### config.mk
export PLATFORM = sky130hd
export DESIGN_NAME = sd_init_top
export DESIGN_NICKNAME = d
export VERILOG_FILES = /design/src/common/sd_pkg.sv /design/src/logic/resp_log_fifo.sv /design/src/sd_init/sd_clock_gen.sv /design/src/sd_init/sd_cmd_shifter.sv /design/src/sd_init/sd_init_seq.sv /design/src/sd_init/sd_init_top.sv
export SDC_FILE = /design/constraint.sdc
export NUM_CORES = 1
export LEC_CHECK = 0
export ABC_CLOCK_PERIOD_IN_PS = 4730
export BUFFER_PORTS_ARGS = -buffer_cell sky130_fd_sc_hd__clkbuf_2
export CAP_MARGIN = 15
export CORE_MARGIN = 3
export CORE_UTILIZATION = 61
export CTS_CLUSTER_DIAMETER = 80
export DETAILED_ROUTE_END_ITERATION = 6
export PLACE_DENSITY = 0.78
export SLEW_MARGIN = 20
export SYNTH_ARGS = -nofsm -noshare
export SYNTH_HDL_FRONTEND = slang
export SYNTH_SLANG_ARGS = --single-unit
### constraint.sdc
create_clock -name clk -period 4.73 [get_ports clk]
set_clock_uncertainty 0.1 [all_clocks]
set_input_delay 0.473 -clock clk [delete_from_list [all_inputs] [get_ports clk]]
set_output_delay 0.473 -clock clk [all_outputs]
set_load 0.05 [all_outputs]
### src/common/sd_pkg.sv
package sd_pkg;

  // system clock and spi clock rates
  localparam int sys_clk_hz = 100_000_000;
  // 400 kHz during init
  localparam int slow_half_div = sys_clk_hz / (2 * 400_000);
  // 25 MHz once the card is ready
  localparam int fast_half_div = sys_clk_hz / (2 * 25_000_000);
  // divider counter width, sized for the slow rate
  localparam int div_w = $clog2(slow_half_div);

  // power-up clocking with cs high
  localparam int powerup_sclk = 80;
  localparam int powerup_cycles = powerup_sclk * 2 * slow_half_div;
  localparam int pwr_cnt_w = $clog2(powerup_cycles);

  // sclk rising edges of idle miso before giving up on a response
  localparam int resp_timeout_sclk = 100;
  // attempts for cmd0, and for the acmd41 round
  localparam int retry_limit = 10;

  // frame and response lengths in bits
  localparam int cmd_bits = 48;
  localparam int r1_bits = 8;
  localparam int r7_bits = 40;

  // command indices
  localparam logic [5:0] cmd0 = 6'd0;
  localparam logic [5:0] cmd8 = 6'd8;
  localparam logic [5:0] cmd55 = 6'd55;
  localparam logic [5:0] acmd41 = 6'd41;
  localparam logic [5:0] cmd58 = 6'd58;

  // vhs = 2.7-3.6 V, check pattern 0xaa
  localparam logic [31:0] cmd8_arg = 32'h0000_01aa;
  // hcs, host supports high capacity
  localparam logic [31:0] acmd41_arg = 32'h4000_0000;

  // response log fifo
  localparam int log_depth = 4;
  localparam int log_ptr_w = $clog2(log_depth);

  // one finished command, as traced on the log stream
  typedef struct packed {
    logic [5:0] cmd_index;
    logic [7:0] r1;
    logic       timed_out;
  } resp_rec_t;

  // command handed from sequencer to shifter
  typedef struct packed {
    logic [5:0]  index;
    logic [31:0] argument;
    // 8 or 40
    logic [5:0]  resp_len;
  } sd_cmd_req_t;

  // sequencer states, the command in flight is kept separately
  typedef enum logic [2:0] {
    st_powerup,
    st_issue,
    st_wait,
    st_push,
    st_done,
    st_error
  } init_state_t;

endpackage

### src/logic/resp_log_fifo.sv
`timescale 1ns/10ps

module resp_log_fifo (
  input  logic              clk,
  input  logic              reset,
  input  logic              in_valid,
  input  sd_pkg::resp_rec_t in_rec,
  input  logic              out_ready,
  output logic              in_ready,
  output logic              out_valid,
  output sd_pkg::resp_rec_t out_rec
);

  sd_pkg::resp_rec_t mem [sd_pkg::log_depth];
  // depth is a power of two, pointers wrap on their own
  logic [sd_pkg::log_ptr_w-1:0] wr_ptr;
  logic [sd_pkg::log_ptr_w-1:0] rd_ptr;
  logic [sd_pkg::log_ptr_w:0] count;
  logic do_push;
  logic do_pop;

  assign in_ready = (count != (sd_pkg::log_ptr_w + 1)'(sd_pkg::log_depth));
  assign out_valid = (count != '0);
  assign out_rec = mem[rd_ptr];
  assign do_push = in_valid && in_ready;
  assign do_pop = out_valid && out_ready;

  always_ff @(posedge clk) begin
    if (do_push) begin
      mem[wr_ptr] <= in_rec;
    end
  end

  always_ff @(posedge clk) begin
    if (reset) begin
      wr_ptr <= '0;
      rd_ptr <= '0;
      count <= '0;
    end else begin
      if (do_push) begin
        wr_ptr <= wr_ptr + 1'b1;
      end
      if (do_pop) begin
        rd_ptr <= rd_ptr + 1'b1;
      end
      // push and pop together leave the level alone
      case ({do_push, do_pop})
        2'b10: count <= count + 1'b1;
        2'b01: count <= count - 1'b1;
        default: ;
      endcase
    end
  end

endmodule

### src/sd_init/sd_clock_gen.sv
`timescale 1ns/10ps

module sd_clock_gen (
  input  logic clk,
  input  logic reset,
  input  logic run,
  input  logic fast_sel,
  output logic sd_sclk,
  output logic sclk_rise,
  output logic sclk_fall
);

  logic [sd_pkg::div_w-1:0] cnt;
  logic [sd_pkg::div_w-1:0] half_div;
  // rate in use, only follows fast_sel at a toggle
  logic fast_q;
  logic toggle;

  assign half_div = fast_q ? sd_pkg::div_w'(sd_pkg::fast_half_div - 1)
                           : sd_pkg::div_w'(sd_pkg::slow_half_div - 1);
  assign toggle = (cnt == half_div);

  always_ff @(posedge clk) begin
    if (reset) begin
      cnt <= '0;
      sd_sclk <= 1'b0;
      sclk_rise <= 1'b0;
      sclk_fall <= 1'b0;
      fast_q <= 1'b0;
    end else if (!run) begin
      // parked low, restarts with a full half period
      cnt <= '0;
      sd_sclk <= 1'b0;
      sclk_rise <= 1'b0;
      sclk_fall <= 1'b0;
    end else begin
      sclk_rise <= 1'b0;
      sclk_fall <= 1'b0;
      if (toggle) begin
        cnt <= '0;
        sd_sclk <= ~sd_sclk;
        // strobes line up with the new sclk level
        sclk_rise <= ~sd_sclk;
        sclk_fall <= sd_sclk;
        fast_q <= fast_sel;
      end else begin
        cnt <= cnt + 1'b1;
      end
    end
  end

endmodule

### src/sd_init/sd_cmd_shifter.sv
`timescale 1ns/10ps

module sd_cmd_shifter (
  input  logic                       clk,
  input  logic                       reset,
  input  logic                       start,
  input  sd_pkg::sd_cmd_req_t        req,
  input  logic                       sclk_rise,
  input  logic                       sclk_fall,
  input  logic                       sd_miso,
  output logic                       sd_mosi,
  output logic                       busy,
  output logic                       cmd_done,
  output logic [sd_pkg::r7_bits-1:0] resp,
  output logic                       timed_out
);

  typedef enum logic [1:0] {
    sh_idle,
    sh_send,
    sh_hunt,
    sh_collect
  } shift_state_t;

  shift_state_t state;
  // msb leaves first
  logic [sd_pkg::cmd_bits-1:0] frame;
  logic [6:0] crc;
  logic [6:0] crc_next;
  logic crc_fb;
  // frame bit, then response bit counter
  logic [5:0] bit_cnt;
  logic [5:0] resp_len;
  logic [6:0] tmo_cnt;

  // crc7, x^7 + x^3 + 1, fed with the bit going out
  assign crc_fb = frame[sd_pkg::cmd_bits-1] ^ crc[6];
  assign crc_next = {crc[5:3], crc[2] ^ crc_fb, crc[1:0], crc_fb};

  assign busy = (state != sh_idle);

  always_ff @(posedge clk) begin
    if (reset) begin
      state <= sh_idle;
      sd_mosi <= 1'b1;
      cmd_done <= 1'b0;
      timed_out <= 1'b0;
      resp <= '1;
      bit_cnt <= '0;
      tmo_cnt <= '0;
    end else begin
      cmd_done <= 1'b0;
      case (state)
        sh_idle: begin
          if (start) begin
            // start bits 01, index, argument, crc slot and end bit as ones for now
            frame <= {2'b01, req.index, req.argument, 8'hff};
            crc <= '0;
            resp_len <= req.resp_len;
            bit_cnt <= '0;
            tmo_cnt <= '0;
            resp <= '1;
            timed_out <= 1'b0;
            state <= sh_send;
          end
        end
        sh_send: begin
          if (sclk_fall) begin
            sd_mosi <= frame[sd_pkg::cmd_bits-1];
            bit_cnt <= bit_cnt + 1'b1;
            if (bit_cnt == sd_pkg::cmd_bits - 9) begin
              // last argument bit goes now, crc and end bit follow
              crc <= crc_next;
              frame <= {crc_next, 1'b1, {(sd_pkg::cmd_bits - 8){1'b1}}};
            end else begin
              if (bit_cnt < sd_pkg::cmd_bits - 8) begin
                crc <= crc_next;
              end
              frame <= {frame[sd_pkg::cmd_bits-2:0], 1'b1};
            end
            // end bit is out, mosi stays high from here
            if (bit_cnt == sd_pkg::cmd_bits - 1) begin
              state <= sh_hunt;
            end
          end
        end
        sh_hunt: begin
          if (sclk_rise) begin
            if (!sd_miso) begin
              // start bit of r1 is its msb, always 0
              resp[sd_pkg::r7_bits-1] <= 1'b0;
              bit_cnt <= 6'd1;
              state <= sh_collect;
            end else if (tmo_cnt == sd_pkg::resp_timeout_sclk - 1) begin
              // no answer, resp stays all ones
              timed_out <= 1'b1;
              cmd_done <= 1'b1;
              state <= sh_idle;
            end else begin
              tmo_cnt <= tmo_cnt + 1'b1;
            end
          end
        end
        sh_collect: begin
          if (sclk_rise) begin
            // left aligned, so short responses keep ones below
            resp[sd_pkg::r7_bits - 1 - bit_cnt] <= sd_miso;
            bit_cnt <= bit_cnt + 1'b1;
            if (bit_cnt == resp_len - 1'b1) begin
              cmd_done <= 1'b1;
              state <= sh_idle;
            end
          end
        end
        default: state <= sh_idle;
      endcase
    end
  end

endmodule

### src/sd_init/sd_init_seq.sv
`timescale 1ns/10ps

module sd_init_seq (
  input  logic                       clk,
  input  logic                       reset,
  input  logic                       cmd_done,
  input  logic [sd_pkg::r7_bits-1:0] resp,
  input  logic                       timed_out,
  input  logic                       push_ready,
  output logic                       start,
  output sd_pkg::sd_cmd_req_t        req,
  output logic                       sclk_run,
  output logic                       fast_sel,
  output logic                       sd_cs,
  output logic                       push_valid,
  output sd_pkg::resp_rec_t          push_rec,
  output logic                       init_done,
  output logic                       init_error,
  output logic                       high_capacity
);

  sd_pkg::init_state_t state;
  sd_pkg::init_state_t next_state;
  logic [5:0] cur_cmd;
  logic [5:0] next_cmd;
  logic [sd_pkg::pwr_cnt_w-1:0] pwr_cnt;
  logic [3:0] retry_cnt;
  // first cmd58 done, the next one reads ccs
  logic ocr_seen;
  logic [7:0] r1;
  logic echo_ok;

  assign r1 = resp[sd_pkg::r7_bits-1 -: sd_pkg::r1_bits];
  // cmd8 echo, voltage accepted 1 and pattern 0xaa
  assign echo_ok = (resp[11:8] == 4'h1) && (resp[7:0] == 8'haa);
  assign push_valid = (state == sd_pkg::st_push);

  // argument and response length per command
  always_comb begin
    req.index = cur_cmd;
    req.argument = '0;
    req.resp_len = 6'(sd_pkg::r1_bits);
    case (cur_cmd)
      sd_pkg::cmd8: begin
        req.argument = sd_pkg::cmd8_arg;
        req.resp_len = 6'(sd_pkg::r7_bits);
      end
      sd_pkg::cmd58: req.resp_len = 6'(sd_pkg::r7_bits);
      sd_pkg::acmd41: req.argument = sd_pkg::acmd41_arg;
      default: ;
    endcase
  end

  always_ff @(posedge clk) begin
    if (reset) begin
      state <= sd_pkg::st_powerup;
      next_state <= sd_pkg::st_powerup;
      cur_cmd <= sd_pkg::cmd0;
      next_cmd <= sd_pkg::cmd0;
      pwr_cnt <= '0;
      retry_cnt <= '0;
      ocr_seen <= 1'b0;
      start <= 1'b0;
      sclk_run <= 1'b0;
      fast_sel <= 1'b0;
      sd_cs <= 1'b1;
      init_done <= 1'b0;
      init_error <= 1'b0;
      high_capacity <= 1'b0;
    end else begin
      start <= 1'b0;
      // clock parks once the card is given up
      sclk_run <= (state != sd_pkg::st_error);
      case (state)
        sd_pkg::st_powerup: begin
          // counts along with the slow clock, shifter idles with mosi high
          if (sclk_run) begin
            pwr_cnt <= pwr_cnt + 1'b1;
            if (pwr_cnt == sd_pkg::powerup_cycles - 1) begin
              sd_cs <= 1'b0;
              state <= sd_pkg::st_issue;
            end
          end
        end
        sd_pkg::st_issue: begin
          start <= 1'b1;
          state <= sd_pkg::st_wait;
        end
        sd_pkg::st_wait: begin
          if (cmd_done) begin
            push_rec.cmd_index <= cur_cmd;
            push_rec.r1 <= r1;
            push_rec.timed_out <= timed_out;
            next_state <= sd_pkg::st_issue;
            state <= sd_pkg::st_push;
            case (cur_cmd)
              sd_pkg::cmd0: begin
                if (r1 == 8'h01) begin
                  next_cmd <= sd_pkg::cmd8;
                  retry_cnt <= '0;
                end else if (retry_cnt == sd_pkg::retry_limit - 1) begin
                  next_state <= sd_pkg::st_error;
                end else begin
                  retry_cnt <= retry_cnt + 1'b1;
                end
              end
              sd_pkg::cmd8: begin
                // 0x05 is an older card without cmd8
                next_cmd <= sd_pkg::cmd58;
                if (!(r1 == 8'h05 || (r1 == 8'h01 && echo_ok))) begin
                  next_state <= sd_pkg::st_error;
                end
              end
              sd_pkg::cmd58: begin
                if (!ocr_seen) begin
                  ocr_seen <= 1'b1;
                  next_cmd <= sd_pkg::cmd55;
                end else begin
                  // ocr bit 30, ccs
                  high_capacity <= resp[30];
                  next_state <= sd_pkg::st_done;
                end
              end
              sd_pkg::cmd55: next_cmd <= sd_pkg::acmd41;
              sd_pkg::acmd41: begin
                if (r1 == 8'h01) begin
                  // still idle, another cmd55/acmd41 pair
                  next_cmd <= sd_pkg::cmd55;
                  retry_cnt <= retry_cnt + 1'b1;
                  if (retry_cnt == sd_pkg::retry_limit - 1) begin
                    next_state <= sd_pkg::st_error;
                  end
                end else if (r1 == 8'h00) begin
                  next_cmd <= sd_pkg::cmd58;
                end else begin
                  next_state <= sd_pkg::st_error;
                end
              end
              default: next_state <= sd_pkg::st_error;
            endcase
          end
        end
        sd_pkg::st_push: begin
          // record leaves before anything else happens
          if (push_ready) begin
            state <= next_state;
            cur_cmd <= next_cmd;
            if (next_state == sd_pkg::st_done) begin
              fast_sel <= 1'b1;
              init_done <= 1'b1;
            end
            if (next_state == sd_pkg::st_error) begin
              init_error <= 1'b1;
            end
          end
        end
        default: ;
      endcase
    end
  end

endmodule

### src/sd_init/sd_init_top.sv
`timescale 1ns/10ps

module sd_init_top (
  input  logic              clk,
  input  logic              reset,
  input  logic              sd_miso,
  input  logic              log_ready,
  output logic              sd_sclk,
  output logic              sd_mosi,
  output logic              sd_cs,
  output logic              init_done,
  output logic              init_error,
  output logic              high_capacity,
  output logic              log_valid,
  output sd_pkg::resp_rec_t log_rec
);

  logic sclk_run;
  logic fast_sel;
  logic sclk_rise;
  logic sclk_fall;
  logic cmd_start;
  sd_pkg::sd_cmd_req_t cmd_req;
  logic cmd_busy;
  logic cmd_done;
  logic [sd_pkg::r7_bits-1:0] cmd_resp;
  logic cmd_timed_out;
  logic push_valid;
  logic push_ready;
  sd_pkg::resp_rec_t push_rec;

  sd_clock_gen clock_gen (
    .clk(clk), .reset(reset), .run(sclk_run), .fast_sel(fast_sel),
    .sd_sclk(sd_sclk), .sclk_rise(sclk_rise), .sclk_fall(sclk_fall)
  );

  // cmd_busy is observed by the bound checker
  sd_cmd_shifter cmd_shifter (
    .clk(clk), .reset(reset), .start(cmd_start), .req(cmd_req),
    .sclk_rise(sclk_rise), .sclk_fall(sclk_fall), .sd_miso(sd_miso),
    .sd_mosi(sd_mosi), .busy(cmd_busy), .cmd_done(cmd_done),
    .resp(cmd_resp), .timed_out(cmd_timed_out)
  );

  sd_init_seq init_seq (
    .clk(clk), .reset(reset), .cmd_done(cmd_done), .resp(cmd_resp),
    .timed_out(cmd_timed_out), .push_ready(push_ready), .start(cmd_start),
    .req(cmd_req), .sclk_run(sclk_run), .fast_sel(fast_sel), .sd_cs(sd_cs),
    .push_valid(push_valid), .push_rec(push_rec), .init_done(init_done),
    .init_error(init_error), .high_capacity(high_capacity)
  );

  resp_log_fifo log_fifo (
    .clk(clk), .reset(reset), .in_valid(push_valid), .in_rec(push_rec),
    .out_ready(log_ready), .in_ready(push_ready), .out_valid(log_valid),
    .out_rec(log_rec)
  );

endmodule

==> results.cfg <==
[routing]
drtPass1Iterations = 5
routed_wirelength_mm = 18.0
vias_per_cell = 6.06
routedWlPerCell_um = 17.1
ant_nets = 0
drt_iter0_drc = 572
num_vias = 6371
post-route-drc-count = 0

[yosys]
ys_warn_count = 0
ys_types = 69
yosys.area_share.simple = 0.175
synth_adder_area_share = 0.0224
synthMuxAreaShare = 0.0481
syn_area_per_cell_um2 = 11.1
synth_edf_count = 118
synth_nets = 858
synth_compound_area_frac = 0.0913
syn_area_um2 = 9260
synth_top_family_by_area = simple AND/OR/NAND/NOR gates
async_reset_ff_frac = 0
ys_seq_area_frac = 0.599
synth-main-ff-cell = edfxtp_1
synth_cells = 838
ys_ff_latch = 218
synthXorXnorAreaFrac = 0.0350

[timing]
holdWs_ns = 0.295
final-setup-viol-count = 0
fin_crit_ns = 2.86
hold_viol = 0
worstMarginPinSlew_ns = 0.952
fmax_mhz = 350
period_share = 0.605
maxSlewViolCount = 0
relSlewSlack = 0.365
setup_tns_ns = 0
rsz0062_at_grt = no

[final_layout]
antenna_cells = 0
syn2layout_area_growth_pct = 10.5
final_common_cell = nor2_1
mostFrequentLayoutCells = 154 x nor2_1, 118 x edfxtp_1, 100 x dfxtp_1, 55 x nand2_1, 48 x o21ai_0
final_nets = 872
drive_above_1_share = 0.103
filler_cell_count = 1052
final_area_um2 = 10200

[power_and_ir_drop]
finalPower_w = 0.00378
max-vdd-ir-drop_mv = 0.292
p_leak_nw = 3.52
powerDensity_nw_per_um2 = 369

[place]
place_hpwl_mm = 11.9
postPlaceCellArea_um2 = 9480
io_buffers = 25
place_congestion = 0.892

[clocking]
cts_tree = done
h-tree-depth = 1
cts_root_buf = clkbuf_16
clkTransAtPathRegs_ns = 0.06
numCtsBuffers = 22
ctsHoldBuffers = 0
clk_latency_ns = 0.50
cts_sinks = 218
cts.repair.resized = 0
post-cts-setup-buffer-count = 0
clock_path_buffers = 3

[global_routing]
antenna_found_initial = 0
grt_pass1_wl_mm = 30.1
grt_usage = 0.219
grt_pass1_vias = 6245
grt_max_degree = 42
overflow = 0

[worst_setup_path]
r2r_slack_ns = 2.05
critPathMaxFanout = 14
timing.rr.end = log_fifo.count[2]
crit_type = flop to primary output
reg2reg_from = init_seq.state[0]
start_kind = flop
cp-end-kind = primary output
critical_path_arrival_ns = 2.29
critical_path_required_ns = 4.16
r2r_cells = 9

[min_path]
hp-start = sd_miso
worstHoldPathType = primary input to flop
hold_depth = 3
min_to = cmd_shifter.cmd_done

[floorplan]
dieArea_um2 = 16700
io_pins = 26
dieHeight_um = 129
core-area_um2 = 14700
die_x_um = 129
initial_core_util = 0.630
rows = 44

[job]
max-cap-violations = 0

[outcome]
status = finished, final reports clean
-- synth_stat cells (all sizes together), types with 2 or more instances --
cell,count,share of area
a211oi,5,0.0046
nand2b,3,0.0020
nand3b,5,0.0041
nor2b,4,0.0027
mux2i,13,0.014
o41ai,2,0.0019
o22ai,2,0.0014
o211ai,3,0.0030
o32ai,3,0.0028
ha,15,0.020
dfxtp,100,0.22
edfxtp,118,0.38
a31oi,9,0.0061
and3,14,0.0095
nor4bb,4,0.0043
a21o,4,0.0032
o21ai,50,0.027
buf,12,0.0074
o21a,7,0.0057
nand4,7,0.0047
nor4,4,0.0050
clkbuf,27,0.011
mux4,14,0.034
or2,2,0.0014
nand3,28,0.015
xor2,18,0.017
or3,9,0.0066
or4,2,0.0020
nor4b,6,0.0073
inv,27,0.011
xnor2,19,0.018
nor2,156,0.063
and3b,2,0.0019
a21oi,42,0.023
a311o,2,0.0022
and2,11,0.0074
nand2,55,0.022
nor3,16,0.0086
o22a,2,0.0019
-- state kept, by name, summed over array words and instances (netlist names), 2 cells and up, named ones only --
register             count
clock_gen.cnt            7
cmd_shifter.bit_cnt      6
cmd_shifter.crc          7
cmd_shifter.frame       40
cmd_shifter.resp        20
cmd_shifter.state        2
cmd_shifter.tmo_cnt      7
init_seq.cur_cmd         5
init_seq.next_cmd        5
init_seq.next_state      2
init_seq.push_rec       14
init_seq.pwr_cnt        15
init_seq.retry_cnt       4
init_seq.state           3
log_fifo.count           3
log_fifo.mem            56
log_fifo.rd_ptr          2
log_fifo.wr_ptr          2
-- logic make-up after synthesis --
logic type      count (synthesis)
fa+ha+maj                      16
flops                         218
simple gates                  334
compound gates                140
buf+inv                        66
xor+xnor                       37
mux                            27
-- final cells by class --
type | instances | area (um2) | area share
clock inverter | 9 | 119 | 0.0116
tap | 184 | 230 | 0.0225
sequential | 218 | 5550 | 0.542
multi-input combinational | 554 | 3460 | 0.338
clock buffer | 31 | 626 | 0.0611
inverter | 27 | 101 | 0.00990
timing repair buffer | 29 | 155 | 0.0152
-- report_power, final --
part / switching, W / internal, W
sequential: 0.00000357 / 0.00198
clock: 0.000684 / 0.00108
combinational: 0.0000214 / 0.00000737
total: 0.000709 / 0.00307
-- stage by stage --
| stage | util | std cells | worst slack, ns |
|---|---|---|---|
| global placement | 0.645 | 1012 | 2.22 |
| finish | 0.696 | 1052 | 1.87 |
| global route | 0.696 | 1052 | 1.70 |
| detailed placement | 0.645 | 1012 | 2.08 |
| CTS | 0.696 | 1052 | 1.79 |
| floorplan | - | 838 | 0.329 |
-- per-layer routing --
layer | track usage | up-vias | wire (um)
met5 | 0 | - | 0
met3 | 0.0354 | 49 | 976
met4 | 0.0747 | 0 | 453
li1 | - | 3029 | -
met2 | 0.369 | 213 | 8780
met1 | 0.292 | 3080 | 7810
-- critical path, stage by stage, from the launching register on --
cell      delay [ns]
dfxtp_1         0.92
mux4_2          0.61
clkbuf_2        0.25
-- worst max-delay path by stage --
stage	from	end	slack [ns]	depth (start not counted)
after floorplan	reset	cmd_shifter.crc[0]	0.33	3
after global placement	init_seq.state[0]	log_fifo.count[2]	2.22	9
after detailed placement	init_seq.state[0]	log_fifo.count[2]	2.08	9
after CTS	flop	log_rec[6]	1.79	2
after global routing	flop	log_rec[10]	1.70	2
final	flop	log_rec[6]	1.87	2
Note: power is estimated with default switching activity, not from simulation.
